<file path="src/tank_config.svh">
/*
 * Tank arena configuration.
 * Widths, start corners, speeds, box bounds, bullet spawn
 * offsets and the solid colours used for tanks and bullets.
 */
`ifndef TANK_CONFIG_SVH
`define TANK_CONFIG_SVH

`define TA_COORD_W        10    // screen coordinate bits
`define TA_COLOR_W        8     // bits per colour channel

// start corners, upper left of each tank
`define TA_P1_X0          224
`define TA_P1_Y0          32
`define TA_P2_X0          224
`define TA_P2_Y0          416

`define TA_MOVE_STEP      1     // tank pixels per tick
`define TA_BULLET_STEP    4     // bullet pixels per tick

`define TA_BOX_LO         3     // inner box, offset from corner
`define TA_BOX_HI         28
`define TA_BULLET_SIZE    4

// bullet spawn point relative to the tank corner
`define TA_SPAWN_MID      14
`define TA_SPAWN_FAR      32
`define TA_SPAWN_BACK     4

// colour words packed as {blue, green, red}
`define TA_P1_COLOR       24'h30C040
`define TA_P2_COLOR       24'hD04020
`define TA_BULLET_COLOR   24'hFFFFFF

`endif

</file>
<file path="src/tank_pkg.sv">
/*
 * Tank arena types.
 * Heading and bullet state encodings, plus the packed structs
 * for positions, blocked sides, scan position, colour and map class.
 */
`default_nettype none

`include "tank_config.svh"

package tank_pkg;

    ////////////////////////////////////////////////////////////
    // encodings
    ////////////////////////////////////////////////////////////

    // one-hot move command and heading
    typedef enum logic [3:0] {
        DIR_NONE  = 4'b0000,
        DIR_DOWN  = 4'b0001,
        DIR_UP    = 4'b0010,
        DIR_RIGHT = 4'b0100,
        DIR_LEFT  = 4'b1000
    } dir_e;

    typedef enum logic [1:0] {
        BULLET_IDLE   = 2'b00,  // parked at spawn point
        BULLET_FLYING = 2'b01,
        BULLET_HIT    = 2'b10   // one cycle before rearm
    } bullet_state_e;

    ////////////////////////////////////////////////////////////
    // structs
    ////////////////////////////////////////////////////////////

    typedef logic [`TA_COORD_W-1:0] coord_t;

    typedef struct packed {
        coord_t x;
        coord_t y;
    } pos_t;

    typedef struct packed {
        logic top;
        logic bottom;
        logic left;
        logic right;
    } sides_t;

    typedef struct packed {
        coord_t hpos;
        coord_t vpos;
    } scan_t;

    typedef struct packed {
        logic [`TA_COLOR_W-1:0] blue;
        logic [`TA_COLOR_W-1:0] green;
        logic [`TA_COLOR_W-1:0] red;
    } rgb_t;

    typedef struct packed {
        logic cannot_walk;
        logic hard_block;
        logic destroyable;
    } map_t;

endpackage

`default_nettype wire

</file>
<file path="src/bullet_unit.sv">
/*
 * Bullet unit for one tank.
 * Shoot edge detector, IDLE/FLYING/HIT state machine, bullet
 * position and the per-pixel bullet test against the scan.
 */
`default_nettype none

`include "tank_config.svh"

module bullet_unit (
    input  logic            clk_i,
    input  logic            reset_i,
    input  logic            move_tick_i,
    input  logic            shoot_i,
    input  tank_pkg::pos_t  owner_pos_i,
    input  tank_pkg::dir_e  owner_heading_i,
    input  tank_pkg::scan_t scan_i,
    input  logic            hard_block_i,
    input  logic            other_bullet_i,
    input  logic            victim_hit_pulse_i,
    output logic            bullet_px_o,
    output logic            shoot_pulse_o
);
    import tank_pkg::*;

    localparam coord_t STEP = coord_t'(`TA_BULLET_STEP);
    localparam coord_t SIZE = coord_t'(`TA_BULLET_SIZE);
    localparam coord_t MID  = coord_t'(`TA_SPAWN_MID);
    localparam coord_t FAR  = coord_t'(`TA_SPAWN_FAR);
    localparam coord_t BACK = coord_t'(`TA_SPAWN_BACK);

    bullet_state_e state_q;
    dir_e          launch_dir_q;
    pos_t          bullet_q;
    pos_t          spawn;
    logic          shoot_d_q;
    logic          show_q;
    logic          collide;
    coord_t        dx, dy;

    ////////////////////////////////////////////////////////////
    // shoot edge and state machine
    ////////////////////////////////////////////////////////////

    assign collide = (bullet_px_o && hard_block_i)
                   || (bullet_px_o && other_bullet_i)
                   || victim_hit_pulse_i;

    always_ff @(posedge clk_i or posedge reset_i) begin
        if (reset_i) begin
            shoot_d_q     <= 1'b0;
            shoot_pulse_o <= 1'b0;
            state_q       <= BULLET_IDLE;
            show_q        <= 1'b0;
        end else begin
            shoot_d_q     <= shoot_i;
            shoot_pulse_o <= shoot_i && !shoot_d_q;
            case (state_q)
                BULLET_IDLE: begin
                    show_q <= 1'b0;
                    if (shoot_pulse_o) begin
                        state_q <= BULLET_FLYING;
                    end
                end
                BULLET_FLYING: begin
                    show_q <= 1'b1;     // visible a cycle after launch
                    if (collide) begin
                        state_q <= BULLET_HIT;
                        show_q  <= 1'b0;
                    end
                end
                BULLET_HIT: begin
                    state_q <= BULLET_IDLE;
                end
                default: state_q <= BULLET_IDLE;
            endcase
        end
    end

    ////////////////////////////////////////////////////////////
    // spawn point and flight
    ////////////////////////////////////////////////////////////

    always_comb begin
        spawn = bullet_q;
        case (owner_heading_i)
            DIR_DOWN: begin
                spawn.x = owner_pos_i.x + MID;
                spawn.y = owner_pos_i.y + FAR;
            end
            DIR_UP: begin
                spawn.x = owner_pos_i.x + MID;
                spawn.y = owner_pos_i.y - BACK;
            end
            DIR_RIGHT: begin
                spawn.x = owner_pos_i.x + FAR;
                spawn.y = owner_pos_i.y + MID;
            end
            DIR_LEFT: begin
                spawn.x = owner_pos_i.x - BACK;
                spawn.y = owner_pos_i.y + MID;
            end
            default: ;
        endcase
    end

    always_ff @(posedge clk_i) begin
        if (state_q == BULLET_IDLE) begin
            launch_dir_q <= owner_heading_i;    // frozen once flying
        end
        if (move_tick_i) begin
            if (state_q == BULLET_IDLE) begin
                bullet_q <= spawn;
            end else if (state_q == BULLET_FLYING) begin
                case (launch_dir_q)
                    DIR_DOWN:  bullet_q.y <= bullet_q.y + STEP;
                    DIR_UP:    bullet_q.y <= bullet_q.y - STEP;
                    DIR_RIGHT: bullet_q.x <= bullet_q.x + STEP;
                    DIR_LEFT:  bullet_q.x <= bullet_q.x - STEP;
                    default: ;
                endcase
            end
        end
    end

    assign dx = scan_i.hpos - bullet_q.x;
    assign dy = scan_i.vpos - bullet_q.y;

    assign bullet_px_o = show_q && (dx <= SIZE) && (dy <= SIZE);

endmodule

`default_nettype wire

</file>
<file path="src/scene_judge.sv">
/*
 * Scene judge.
 * Latches bullet hits on tanks, makes their rising-edge pulses,
 * mixes the player and bullet colours and flags block breaks.
 */
`default_nettype none

`include "tank_config.svh"

module scene_judge (
    input  logic           clk_i,
    input  logic           reset_i,
    input  logic           p1_box_i,
    input  logic           p2_box_i,
    input  logic           p1_bullet_i,
    input  logic           p2_bullet_i,
    input  logic           destroyable_i,
    output logic           hit_p1_o,
    output logic           hit_p2_o,
    output logic           hit_p1_pulse_o,
    output logic           hit_p2_pulse_o,
    output logic           p1_visible_box_o,
    output logic           p2_visible_box_o,
    output tank_pkg::rgb_t player_rgb_o,
    output tank_pkg::rgb_t bullet_rgb_o,
    output logic           block_break_o
);
    import tank_pkg::*;

    logic hit_p1_d_q, hit_p2_d_q;
    logic any_bullet;

    always_ff @(posedge clk_i or posedge reset_i) begin
        if (reset_i) begin
            hit_p1_o   <= 1'b0;
            hit_p2_o   <= 1'b0;
            hit_p1_d_q <= 1'b0;
            hit_p2_d_q <= 1'b0;
        end else begin
            if (p2_bullet_i && p1_box_i) begin
                hit_p1_o <= 1'b1;   // sticky until reset
            end
            if (p1_bullet_i && p2_box_i) begin
                hit_p2_o <= 1'b1;
            end
            hit_p1_d_q <= hit_p1_o;
            hit_p2_d_q <= hit_p2_o;
        end
    end

    assign hit_p1_pulse_o = hit_p1_o && !hit_p1_d_q;
    assign hit_p2_pulse_o = hit_p2_o && !hit_p2_d_q;

    assign p1_visible_box_o = p1_box_i && !hit_p1_o;  // a hit tank vanishes
    assign p2_visible_box_o = p2_box_i && !hit_p2_o;

    always_comb begin
        if (p1_visible_box_o) begin
            player_rgb_o = rgb_t'(`TA_P1_COLOR);
        end else if (p2_visible_box_o) begin
            player_rgb_o = rgb_t'(`TA_P2_COLOR);
        end else begin
            player_rgb_o = '0;
        end
    end

    assign any_bullet    = p1_bullet_i || p2_bullet_i;
    assign bullet_rgb_o  = any_bullet ? rgb_t'(`TA_BULLET_COLOR) : '0;
    assign block_break_o = destroyable_i && any_bullet;

endmodule

`default_nettype wire

</file>
<file path="src/tank_arena.sv">
/*
 * Tank arena player layer.
 * Two tanks with wall sensing and motion, one bullet each,
 * and the judge that resolves hits and output colours.
 */
`default_nettype none

`include "tank_config.svh"

module tank_arena (
    input  logic            clk_i,
    input  logic            reset_i,
    input  logic            move_tick_i,
    input  tank_pkg::dir_e  p1_move_i,
    input  tank_pkg::dir_e  p2_move_i,
    input  logic            p1_shoot_i,
    input  logic            p2_shoot_i,
    input  tank_pkg::scan_t scan_i,
    input  tank_pkg::map_t  map_i,
    output tank_pkg::rgb_t  player_rgb_o,
    output tank_pkg::rgb_t  bullet_rgb_o,
    output logic            block_break_o,
    output logic            hit_p1_o,
    output logic            hit_p2_o
);
    import tank_pkg::*;

    localparam pos_t P1_START = '{x: coord_t'(`TA_P1_X0), y: coord_t'(`TA_P1_Y0)};
    localparam pos_t P2_START = '{x: coord_t'(`TA_P2_X0), y: coord_t'(`TA_P2_Y0)};

    pos_t   p1_pos, p2_pos;
    dir_e   p1_heading, p2_heading;
    sides_t p1_blocked, p2_blocked;
    logic   p1_box, p2_box;
    logic   p1_vis_box, p2_vis_box;
    logic   p1_shoot_pulse, p2_shoot_pulse;
    logic   p1_bullet, p2_bullet;
    logic   hit_p1_pulse, hit_p2_pulse;

    ////////////////////////////////////////////////////////////
    // tanks
    ////////////////////////////////////////////////////////////

    wall_sense u_p1_sense (
        .clk_i(clk_i), .reset_i(reset_i), .scan_i(scan_i), .pos_i(p1_pos),
        .move_i(p1_move_i), .shoot_pulse_i(p1_shoot_pulse),
        .cannot_walk_i(map_i.cannot_walk), .other_box_i(p2_vis_box),
        .box_o(p1_box), .blocked_o(p1_blocked)
    );

    wall_sense u_p2_sense (
        .clk_i(clk_i), .reset_i(reset_i), .scan_i(scan_i), .pos_i(p2_pos),
        .move_i(p2_move_i), .shoot_pulse_i(p2_shoot_pulse),
        .cannot_walk_i(map_i.cannot_walk), .other_box_i(p1_vis_box),
        .box_o(p2_box), .blocked_o(p2_blocked)
    );

    tank_motion #(.START_POS(P1_START), .START_HEADING(DIR_DOWN)) u_p1_motion (
        .clk_i(clk_i), .reset_i(reset_i), .move_tick_i(move_tick_i),
        .move_i(p1_move_i), .blocked_i(p1_blocked),
        .pos_o(p1_pos), .heading_o(p1_heading)
    );

    tank_motion #(.START_POS(P2_START), .START_HEADING(DIR_UP)) u_p2_motion (
        .clk_i(clk_i), .reset_i(reset_i), .move_tick_i(move_tick_i),
        .move_i(p2_move_i), .blocked_i(p2_blocked),
        .pos_o(p2_pos), .heading_o(p2_heading)
    );

    ////////////////////////////////////////////////////////////
    // bullets and judge
    ////////////////////////////////////////////////////////////

    bullet_unit u_p1_bullet (
        .clk_i(clk_i), .reset_i(reset_i), .move_tick_i(move_tick_i),
        .shoot_i(p1_shoot_i), .owner_pos_i(p1_pos), .owner_heading_i(p1_heading),
        .scan_i(scan_i), .hard_block_i(map_i.hard_block),
        .other_bullet_i(p2_bullet), .victim_hit_pulse_i(hit_p2_pulse),
        .bullet_px_o(p1_bullet), .shoot_pulse_o(p1_shoot_pulse)
    );

    bullet_unit u_p2_bullet (
        .clk_i(clk_i), .reset_i(reset_i), .move_tick_i(move_tick_i),
        .shoot_i(p2_shoot_i), .owner_pos_i(p2_pos), .owner_heading_i(p2_heading),
        .scan_i(scan_i), .hard_block_i(map_i.hard_block),
        .other_bullet_i(p1_bullet), .victim_hit_pulse_i(hit_p1_pulse),
        .bullet_px_o(p2_bullet), .shoot_pulse_o(p2_shoot_pulse)
    );

    scene_judge u_judge (
        .clk_i(clk_i), .reset_i(reset_i),
        .p1_box_i(p1_box), .p2_box_i(p2_box),
        .p1_bullet_i(p1_bullet), .p2_bullet_i(p2_bullet),
        .destroyable_i(map_i.destroyable),
        .hit_p1_o(hit_p1_o), .hit_p2_o(hit_p2_o),
        .hit_p1_pulse_o(hit_p1_pulse), .hit_p2_pulse_o(hit_p2_pulse),
        .p1_visible_box_o(p1_vis_box), .p2_visible_box_o(p2_vis_box),
        .player_rgb_o(player_rgb_o), .bullet_rgb_o(bullet_rgb_o),
        .block_break_o(block_break_o)
    );

endmodule

`default_nettype wire

</file>
<file path="src/tank_motion.sv">
/*
 * Tank motion.
 * Holds one tank's corner position and heading, stepping one
 * move step per tick unless the commanded side is blocked.
 */
`default_nettype none

`include "tank_config.svh"

module tank_motion #(
    parameter tank_pkg::pos_t START_POS     = '0,
    parameter tank_pkg::dir_e START_HEADING = tank_pkg::DIR_DOWN
) (
    input  logic             clk_i,
    input  logic             reset_i,
    input  logic             move_tick_i,
    input  tank_pkg::dir_e   move_i,
    input  tank_pkg::sides_t blocked_i,
    output tank_pkg::pos_t   pos_o,
    output tank_pkg::dir_e   heading_o
);
    import tank_pkg::*;

    localparam coord_t STEP = coord_t'(`TA_MOVE_STEP);

    always_ff @(posedge clk_i or posedge reset_i) begin
        if (reset_i) begin
            pos_o     <= START_POS;
            heading_o <= START_HEADING;
        end else if (move_tick_i) begin
            case (move_i)
                DIR_DOWN: begin
                    if (!blocked_i.bottom) begin
                        pos_o.y   <= pos_o.y + STEP;
                        heading_o <= DIR_DOWN;
                    end
                end
                DIR_UP: begin
                    if (!blocked_i.top) begin
                        pos_o.y   <= pos_o.y - STEP;
                        heading_o <= DIR_UP;
                    end
                end
                DIR_RIGHT: begin
                    if (!blocked_i.right) begin
                        pos_o.x   <= pos_o.x + STEP;
                        heading_o <= DIR_RIGHT;
                    end
                end
                DIR_LEFT: begin
                    if (!blocked_i.left) begin
                        pos_o.x   <= pos_o.x - STEP;
                        heading_o <= DIR_LEFT;
                    end
                end
                default: ;  // no command, hold
            endcase
        end
    end

endmodule

`default_nettype wire

</file>
<file path="src/wall_sense.sv">
/*
 * Wall sense for one tank.
 * Tests the scan against the tank's inner box and the one-pixel
 * bands just outside each side, and keeps a blocked flag per side.
 */
`default_nettype none

`include "tank_config.svh"

module wall_sense (
    input  logic             clk_i,
    input  logic             reset_i,
    input  tank_pkg::scan_t  scan_i,
    input  tank_pkg::pos_t   pos_i,
    input  tank_pkg::dir_e   move_i,
    input  logic             shoot_pulse_i,
    input  logic             cannot_walk_i,
    input  logic             other_box_i,
    output logic             box_o,
    output tank_pkg::sides_t blocked_o
);
    import tank_pkg::*;

    localparam coord_t LO = coord_t'(`TA_BOX_LO);
    localparam coord_t HI = coord_t'(`TA_BOX_HI);

    coord_t rel_x, rel_y;
    logic   span_x, span_y;
    sides_t band;
    sides_t keep;
    logic   wall_hit;

    assign rel_x = scan_i.hpos - pos_i.x;   // wraps when left of corner
    assign rel_y = scan_i.vpos - pos_i.y;

    assign box_o = (rel_x >= LO) && (rel_x <= HI) && (rel_y >= LO) && (rel_y <= HI);

    // bands stop one pixel short of the corners
    assign span_x = (rel_x >= LO + 1) && (rel_x <= HI - 1);
    assign span_y = (rel_y >= LO + 1) && (rel_y <= HI - 1);

    assign band.top    = (rel_y == LO - 1) && span_x;
    assign band.bottom = (rel_y == HI + 1) && span_x;
    assign band.left   = (rel_x == LO - 1) && span_y;
    assign band.right  = (rel_x == HI + 1) && span_y;

    assign wall_hit = cannot_walk_i || other_box_i;

    ////////////////////////////////////////////////////////////
    // blocked flags
    ////////////////////////////////////////////////////////////

    always_comb begin
        keep.top    = !(move_i inside {DIR_DOWN, DIR_RIGHT, DIR_LEFT});
        keep.bottom = !(move_i inside {DIR_UP, DIR_RIGHT, DIR_LEFT});
        keep.left   = !(move_i inside {DIR_DOWN, DIR_UP, DIR_RIGHT});
        keep.right  = !(move_i inside {DIR_DOWN, DIR_UP, DIR_LEFT});
        if (shoot_pulse_i) begin
            keep = '0;  // firing frees every side
        end
    end

    always_ff @(posedge clk_i or posedge reset_i) begin
        if (reset_i) begin
            blocked_o <= '0;
        end else begin
            // setting wins over clearing on the same cycle
            blocked_o <= (blocked_o & keep) | (band & {4{wall_hit}});
        end
    end

endmodule

`default_nettype wire
</file>
<file path="config.mk">
export PLATFORM = sky130hd
export DESIGN_NAME = tank_arena
export DESIGN_NICKNAME = d
export VERILOG_FILES = /design/src/tank_pkg.sv /design/src/bullet_unit.sv /design/src/scene_judge.sv /design/src/tank_arena.sv /design/src/tank_motion.sv /design/src/wall_sense.sv
export VERILOG_INCLUDE_DIRS = /design/src
export SDC_FILE = /design/constraint.sdc
export NUM_CORES = 1
export LEC_CHECK = 0
export BUFFER_PORTS_ARGS = -buffer_cell sky130_fd_sc_hd__buf_2
export CAP_MARGIN = 20
export CORE_MARGIN = 8
export CORE_UTILIZATION = 50
export DETAILED_ROUTE_END_ITERATION = 10
export GPL_ROUTABILITY_DRIVEN = 0
export GPL_TIMING_DRIVEN = 0
export PLACE_DENSITY = 0.78
export SLEW_MARGIN = 40
export SYNTH_ARGS = -nofsm -noshare
export SYNTH_HDL_FRONTEND = slang
export SYNTH_SLANG_ARGS = --single-unit
export TNS_END_PERCENT = 100
</file>
<file path="constraint.sdc">
create_clock -name clk_i -period 10.25 [get_ports clk_i]
set_clock_uncertainty 0.1 [all_clocks]
set_input_delay 1.5375 -clock clk_i [delete_from_list [all_inputs] [get_ports clk_i]]
set_output_delay 1.5375 -clock clk_i [all_outputs]
set_load 0.01 [all_outputs]
</file>
# Word level (Yosys, flattened, before mapping)
# Cells that the tools add are included.
dict set report word_totals {
  ff_bits 118
  word_cells 278
}
dict set report op_classes {
  add_sub_neg 36
  n_lt_le_gt_ge 20
  n_eq_ne 48
  muxes 47
  bitwise_logic 6
  n_reduce_logical 89
}
# operator count
set ops {}
lappend ops {{one-hot mux 10 bit (2 select lines)} 8}
lappend ops {{one-hot mux 20 bit (4 select lines)} 2}
lappend ops {{<= comparator 10 x 5 -> 1 bit (second input constant)} 8}
lappend ops {{2-to-1 mux 10 bit} 8}
lappend ops {{2-to-1 mux 20 bit} 4}
lappend ops {{subtractor 10 bit} 8}
lappend ops {{subtractor 10 x 3 -> 10 bit (second input constant)} 8}
lappend ops {{2-to-1 mux 24 bit} 3}
lappend ops {{adder 10 x 1 -> 10 bit (second input constant)} 4}
lappend ops {{adder 10 x 3 -> 10 bit (second input constant)} 4}
lappend ops {{adder 10 x 4 -> 10 bit (second input constant)} 4}
lappend ops {{adder 10 x 6 -> 10 bit (second input constant)} 4}
lappend ops {{== test 10 x 2 -> 1 bit (second input constant)} 4}
lappend ops {{== test 10 x 5 -> 1 bit (second input constant)} 4}
lappend ops {{>= comparator 10 x 2 -> 1 bit (second input constant)} 4}
lappend ops {{>= comparator 10 x 3 -> 1 bit (second input constant)} 4}
lappend ops {{<= comparator 10 x 3 -> 1 bit (second input constant)} 4}
lappend ops {{2-to-1 mux 4 bit} 10}
lappend ops {{subtractor 10 x 1 -> 10 bit (second input constant)} 4}
lappend ops {{nonzero test 3 bit} 12}
lappend ops {{logical AND 1 bit} 34}
lappend ops {{one-hot mux 4 bit (4 select lines)} 2}
lappend ops {{AND reduction 4 bit} 8}
lappend ops {{== test 4 x 1 -> 1 bit (second input constant)} 6}
lappend ops {{other kinds (20)} 85}

# Logic depth before layout (Yosys ltp)
dict set report logic_depth {
  word_depth 9
  mapped_depth 13
  mapped_depth_nobuf 12
}

# By module
# Synthesis repeated with hierarchy kept, for this count alone.
dict set report unflattened {
  hier_cells 1692
  area_unflattened_um2 13907.1
}
# module instances cells_each area_each_um2
set by_module_without_submodules {}
lappend by_module_without_submodules {{bullet_unit (u_p1_bullet)} 1 427 3563.4}
lappend by_module_without_submodules {{bullet_unit (u_p2_bullet)} 1 419 3523.4}
lappend by_module_without_submodules {wall_sense 2 214 1539.0}
lappend by_module_without_submodules {{tank_motion (u_p2_motion)} 1 178 1607.8}
lappend by_module_without_submodules {{tank_motion (u_p1_motion)} 1 178 1605.3}
lappend by_module_without_submodules {scene_judge 1 62 529.3}

# Worst setup path before layout
# OpenSTA, ideal clock, no wires.
dict set report synth_timing {
  kind {input to output}
  start {input port scan_i[10] (netlist bit)}
  end {output port player_rgb_o[22] (netlist bit)}
  t_arrival_ns 4.212
  required_time_ns 8.613
  setup_slack_ns 4.401
  cell_stages 13
  path_cell_list {inv_1 -> ha_1 -> inv_1 -> fa_1 -> a211oi_1 -> nor2_1 -> or4_1 -> mux2_2 -> nand4_1 -> nor2_1 -> nand2_1 -> nor3_1 -> buf_4}
}
# element line
set synth_lines {}
lappend synth_lines {{from (decl)} tank_arena.sv:18} ;# input tank_pkg::scan_t scan_i,
lappend synth_lines {{to (decl)} tank_arena.sv:20} ;# output tank_pkg::rgb_t player_rgb_o,

==> impl_metrics.yaml <==
routing:
  vias: 12151
  drcViolationCount: 0
  totalWireLength_um: 35800
  first_pass_iters: 6
  ant_nets: 0
  viasPerCell: 6.00
  routedWlPerCell_um: 17.7
  drt-initial-drc-count: 1230
grt:
  grt_max_degree: 54
  grt-ovfl-total: 0
  first_global_vias: 11616
  grtUsageTotal: 0.229
  grt_antenna_before_repair: 1
  grt_pass1_wl_um: 58000
floorplan:
  die_y_um: 177
  die_area_um2: 31200
  die_w_um: 177
  core-area_um2: 25300
  initial_utilization: 0.511
  pin_count: 87
  rows: 58
final_layout:
  fin_area_um2: 14400
  diodes: 0
  fin_util: 0.569
  layout.nets: 1877
  drive_gt1_frac: 0.116
  syn_to_final_growth_pct: 11.4
setup_path:
  slowest_delay_ns: 0.46
  crit_chain: "buf_2 > inv_1 > ha_1 > inv_1 > fa_1 > a21oi_1 > o21ai_1 > a211o_1 > a32oi_1 > and4_1 > o2111a_1 > nor2b_1 > o21bai_1 > buf_4 > buf_2"
  end_kind: "output port"
  critPathSlowestCell: "fa_1"
  crit_type: "in2out"
  crit_buf_inv: 5
  crit_path_max_fanout: 5
  crit_arrival_ns: 5.00
  start_kind: "input port"
  required_ns: 8.61
  critical_path.top_delay_family: "compound AO/OA/AOI/OAI gates"
sta:
  max_freq_mhz: 151
  slew_violations: 0
  hold_violations: 0
  fin_hold_ws_ns: 0.292
  period_minus_slack_ns: 6.63
  setup_tns_ns: 0
  rsz0062_at_grt: "false"
  setup_viol_count_final: 0
  slew_headroom: 0.478
  period_share: 0.647
  worst_pin_slew_ns: 0.763
clocking:
  cts_resized: 0
  clk_latency_ns: 0.43
  clockRootBuffer: "clkbuf_16"
  clkSinkCount: 118
  cts.reportedPaths.clkPinSlew_ns: 0.05
  clk_path_buf_depth: 2
  htreeDepth: 4
  cts_setup_buffers: 0
  cts_made_buffers: 17
  cts_tree: "built"
  hold_buffers: 0
synth:
  synth_cells: 1578
  async_flop_share: 0.593
  synth_edf_count: 48
  yosysUniqueCellTypes: 83
  synth_ff_type: "dfrtp_1"
  seq_area_frac_synth: 0.249
  yosys_register_bits: 118
  syn_avg_cell_area_um2: 8.17
  synth.cell_area_um2: 12900
  ys_warn_count: 0
power:
  power.total_mw: 2.54
  pwr_density_cell_nw_per_um2: 177
  p_leak_nw: 6.49
  ir_worst_vdd_mv: 0.132
job:
  drv_cap: 0
min_path:
  hp-class: "reg2reg"
placement:
  dp_hpwl_um: 27800
  io_buffers: 65
  postPlaceCellArea_um2: 13800
outcome:
  outcome: "completed"
state kept, by name, summed over array words and instances (netlist names), 2 cells and up:
name                      cells
u_p1_sense.blocked_o          4
u_p2_sense.blocked_o          4
u_p2_bullet.launch_dir_q      4
u_p2_motion.heading_o         4
u_p1_motion.heading_o         4
u_p1_motion.pos_o            20
u_p2_motion.pos_o            20
u_p2_bullet.bullet_q         20
u_p2_bullet.state_q           2
u_p1_bullet.state_q           2
u_p1_bullet.launch_dir_q      4
u_p1_bullet.bullet_q         20
worst register-to-register path: cells and delay by family (launching register included):
| kind | cells | cell delay (ns) |
|---|---|---|
| and+or+nand+nor | 4 | 1.54 |
| AOI/OAI and AO/OA | 3 | 0.59 |
| buffers and inverters | 2 | 0.55 |
| DFF | 1 | 0.42 |
| adders and majority gates | 1 | 0.37 |
path summary, 6_finish.rpt:
path                                        from                         to  slack, ns  cells after the start
max                                   scan_i[10]           player_rgb_o[20]       3.62                     15
min                        u_p1_bullet.shoot_d_q  u_p1_bullet.shoot_pulse_o       0.29                      1
max reg2reg                 u_p1_motion.pos_o[4]    u_p1_sense.blocked_o[3]       6.59                     10
min reg2reg                u_p1_bullet.shoot_d_q  u_p1_bullet.shoot_pulse_o       0.29                      1
max in group asynchronous                reset_i      u_p1_motion.pos_o[17]       8.53                      3
min in group asynchronous                reset_i      u_p2_bullet.shoot_d_q       0.93                      2
stage by stage:
stage | std cells | setup WS, ns
floorplan | 1593 | 4.40
global placement | 1988 | 3.69
detailed placement | 1991 | 3.68
CTS | 2023 | 3.63
global route | 2024 | 3.38
finish | 2024 | 3.62
cells in the final DEF, fill, tap and decap left out, types with 18 or more instances in the layout:
master / count
nand3_1: 20
dfrtp_1: 58
buf_4: 46
nor3_1: 40
clkbuf_16: 18
nand2_1: 126
clkbuf_1: 38
xnor2_1: 67
nor2b_1: 25
ha_1: 148
nor2_1: 131
xor2_1: 39
edfxtp_1: 48
buf_2: 68
inv_1: 138
a21oi_1: 114
o21ai_0: 103
a21o_1: 41
cell families after synthesis:
logic type,after synthesis,share of synthesized area
adders and majority gates,160,0.162
DFF,118,0.249
buffers and inverters,221,0.0778
and+or+nand+nor,485,0.190
AOI/OAI and AO/OA,474,0.239
xor gates and xnor gates,106,0.0720
muxes,13,0.0103
other,1,0.000291
layer usage:
metal | track usage | routed length (um) | vias to the layer above
met4 | 0.112 | 1420 | 2
li1 | - | - | 5894
met3 | 0.0446 | 3150 | 95
met2 | 0.344 | 15200 | 492
met1 | 0.310 | 16100 | 5668
met5 | 0 | 10 | -
report_power, final:
group	internal, mW	switching (mW)
Clock	0.352	0.223
Combinational	0.516	0.762
Sequential	0.562	0.124
cells in the mapped netlist, drive strengths merged (13+ instances only):
master / count / share of area
o22ai: 13 / 0.0063
clkbuf: 34 / 0.0099
o31ai: 17 / 0.010
and3: 14 / 0.0068
o211ai: 14 / 0.0082
buf: 47 / 0.027
a21oi: 118 / 0.046
a21boi: 19 / 0.011
nor4b: 14 / 0.0095
ha: 148 / 0.14
nor2: 132 / 0.038
or3: 15 / 0.0073
nor2b: 25 / 0.012
o21a: 17 / 0.0099
o21bai: 16 / 0.0093
inv: 139 / 0.040
a211oi: 15 / 0.0087
nand3: 21 / 0.0085
edfxtp: 48 / 0.11
a31oi: 16 / 0.0078
dfrtp: 58 / 0.11
xor2: 39 / 0.026
nand2b: 17 / 0.0082
a21o: 41 / 0.024
xnor2: 67 / 0.046
nand2: 126 / 0.037
o21ai: 116 / 0.045
nor3: 40 / 0.016
final cells by class:
| type | instances | area [um2] |
|---|---|---|
| Fill cell | 2222 | 10900 |
| Multi-Input combinational cell | 1254 | 8810 |
| Sequential cell | 118 | 3210 |
| Inverter | 140 | 531 |
| Clock buffer | 23 | 479 |
| Buffer | 81 | 478 |
| Tap cell | 330 | 413 |
| Timing Repair Buffer | 69 | 368 |
| Clock inverter | 9 | 75.1 |
(Power assumes the default switching activity.)
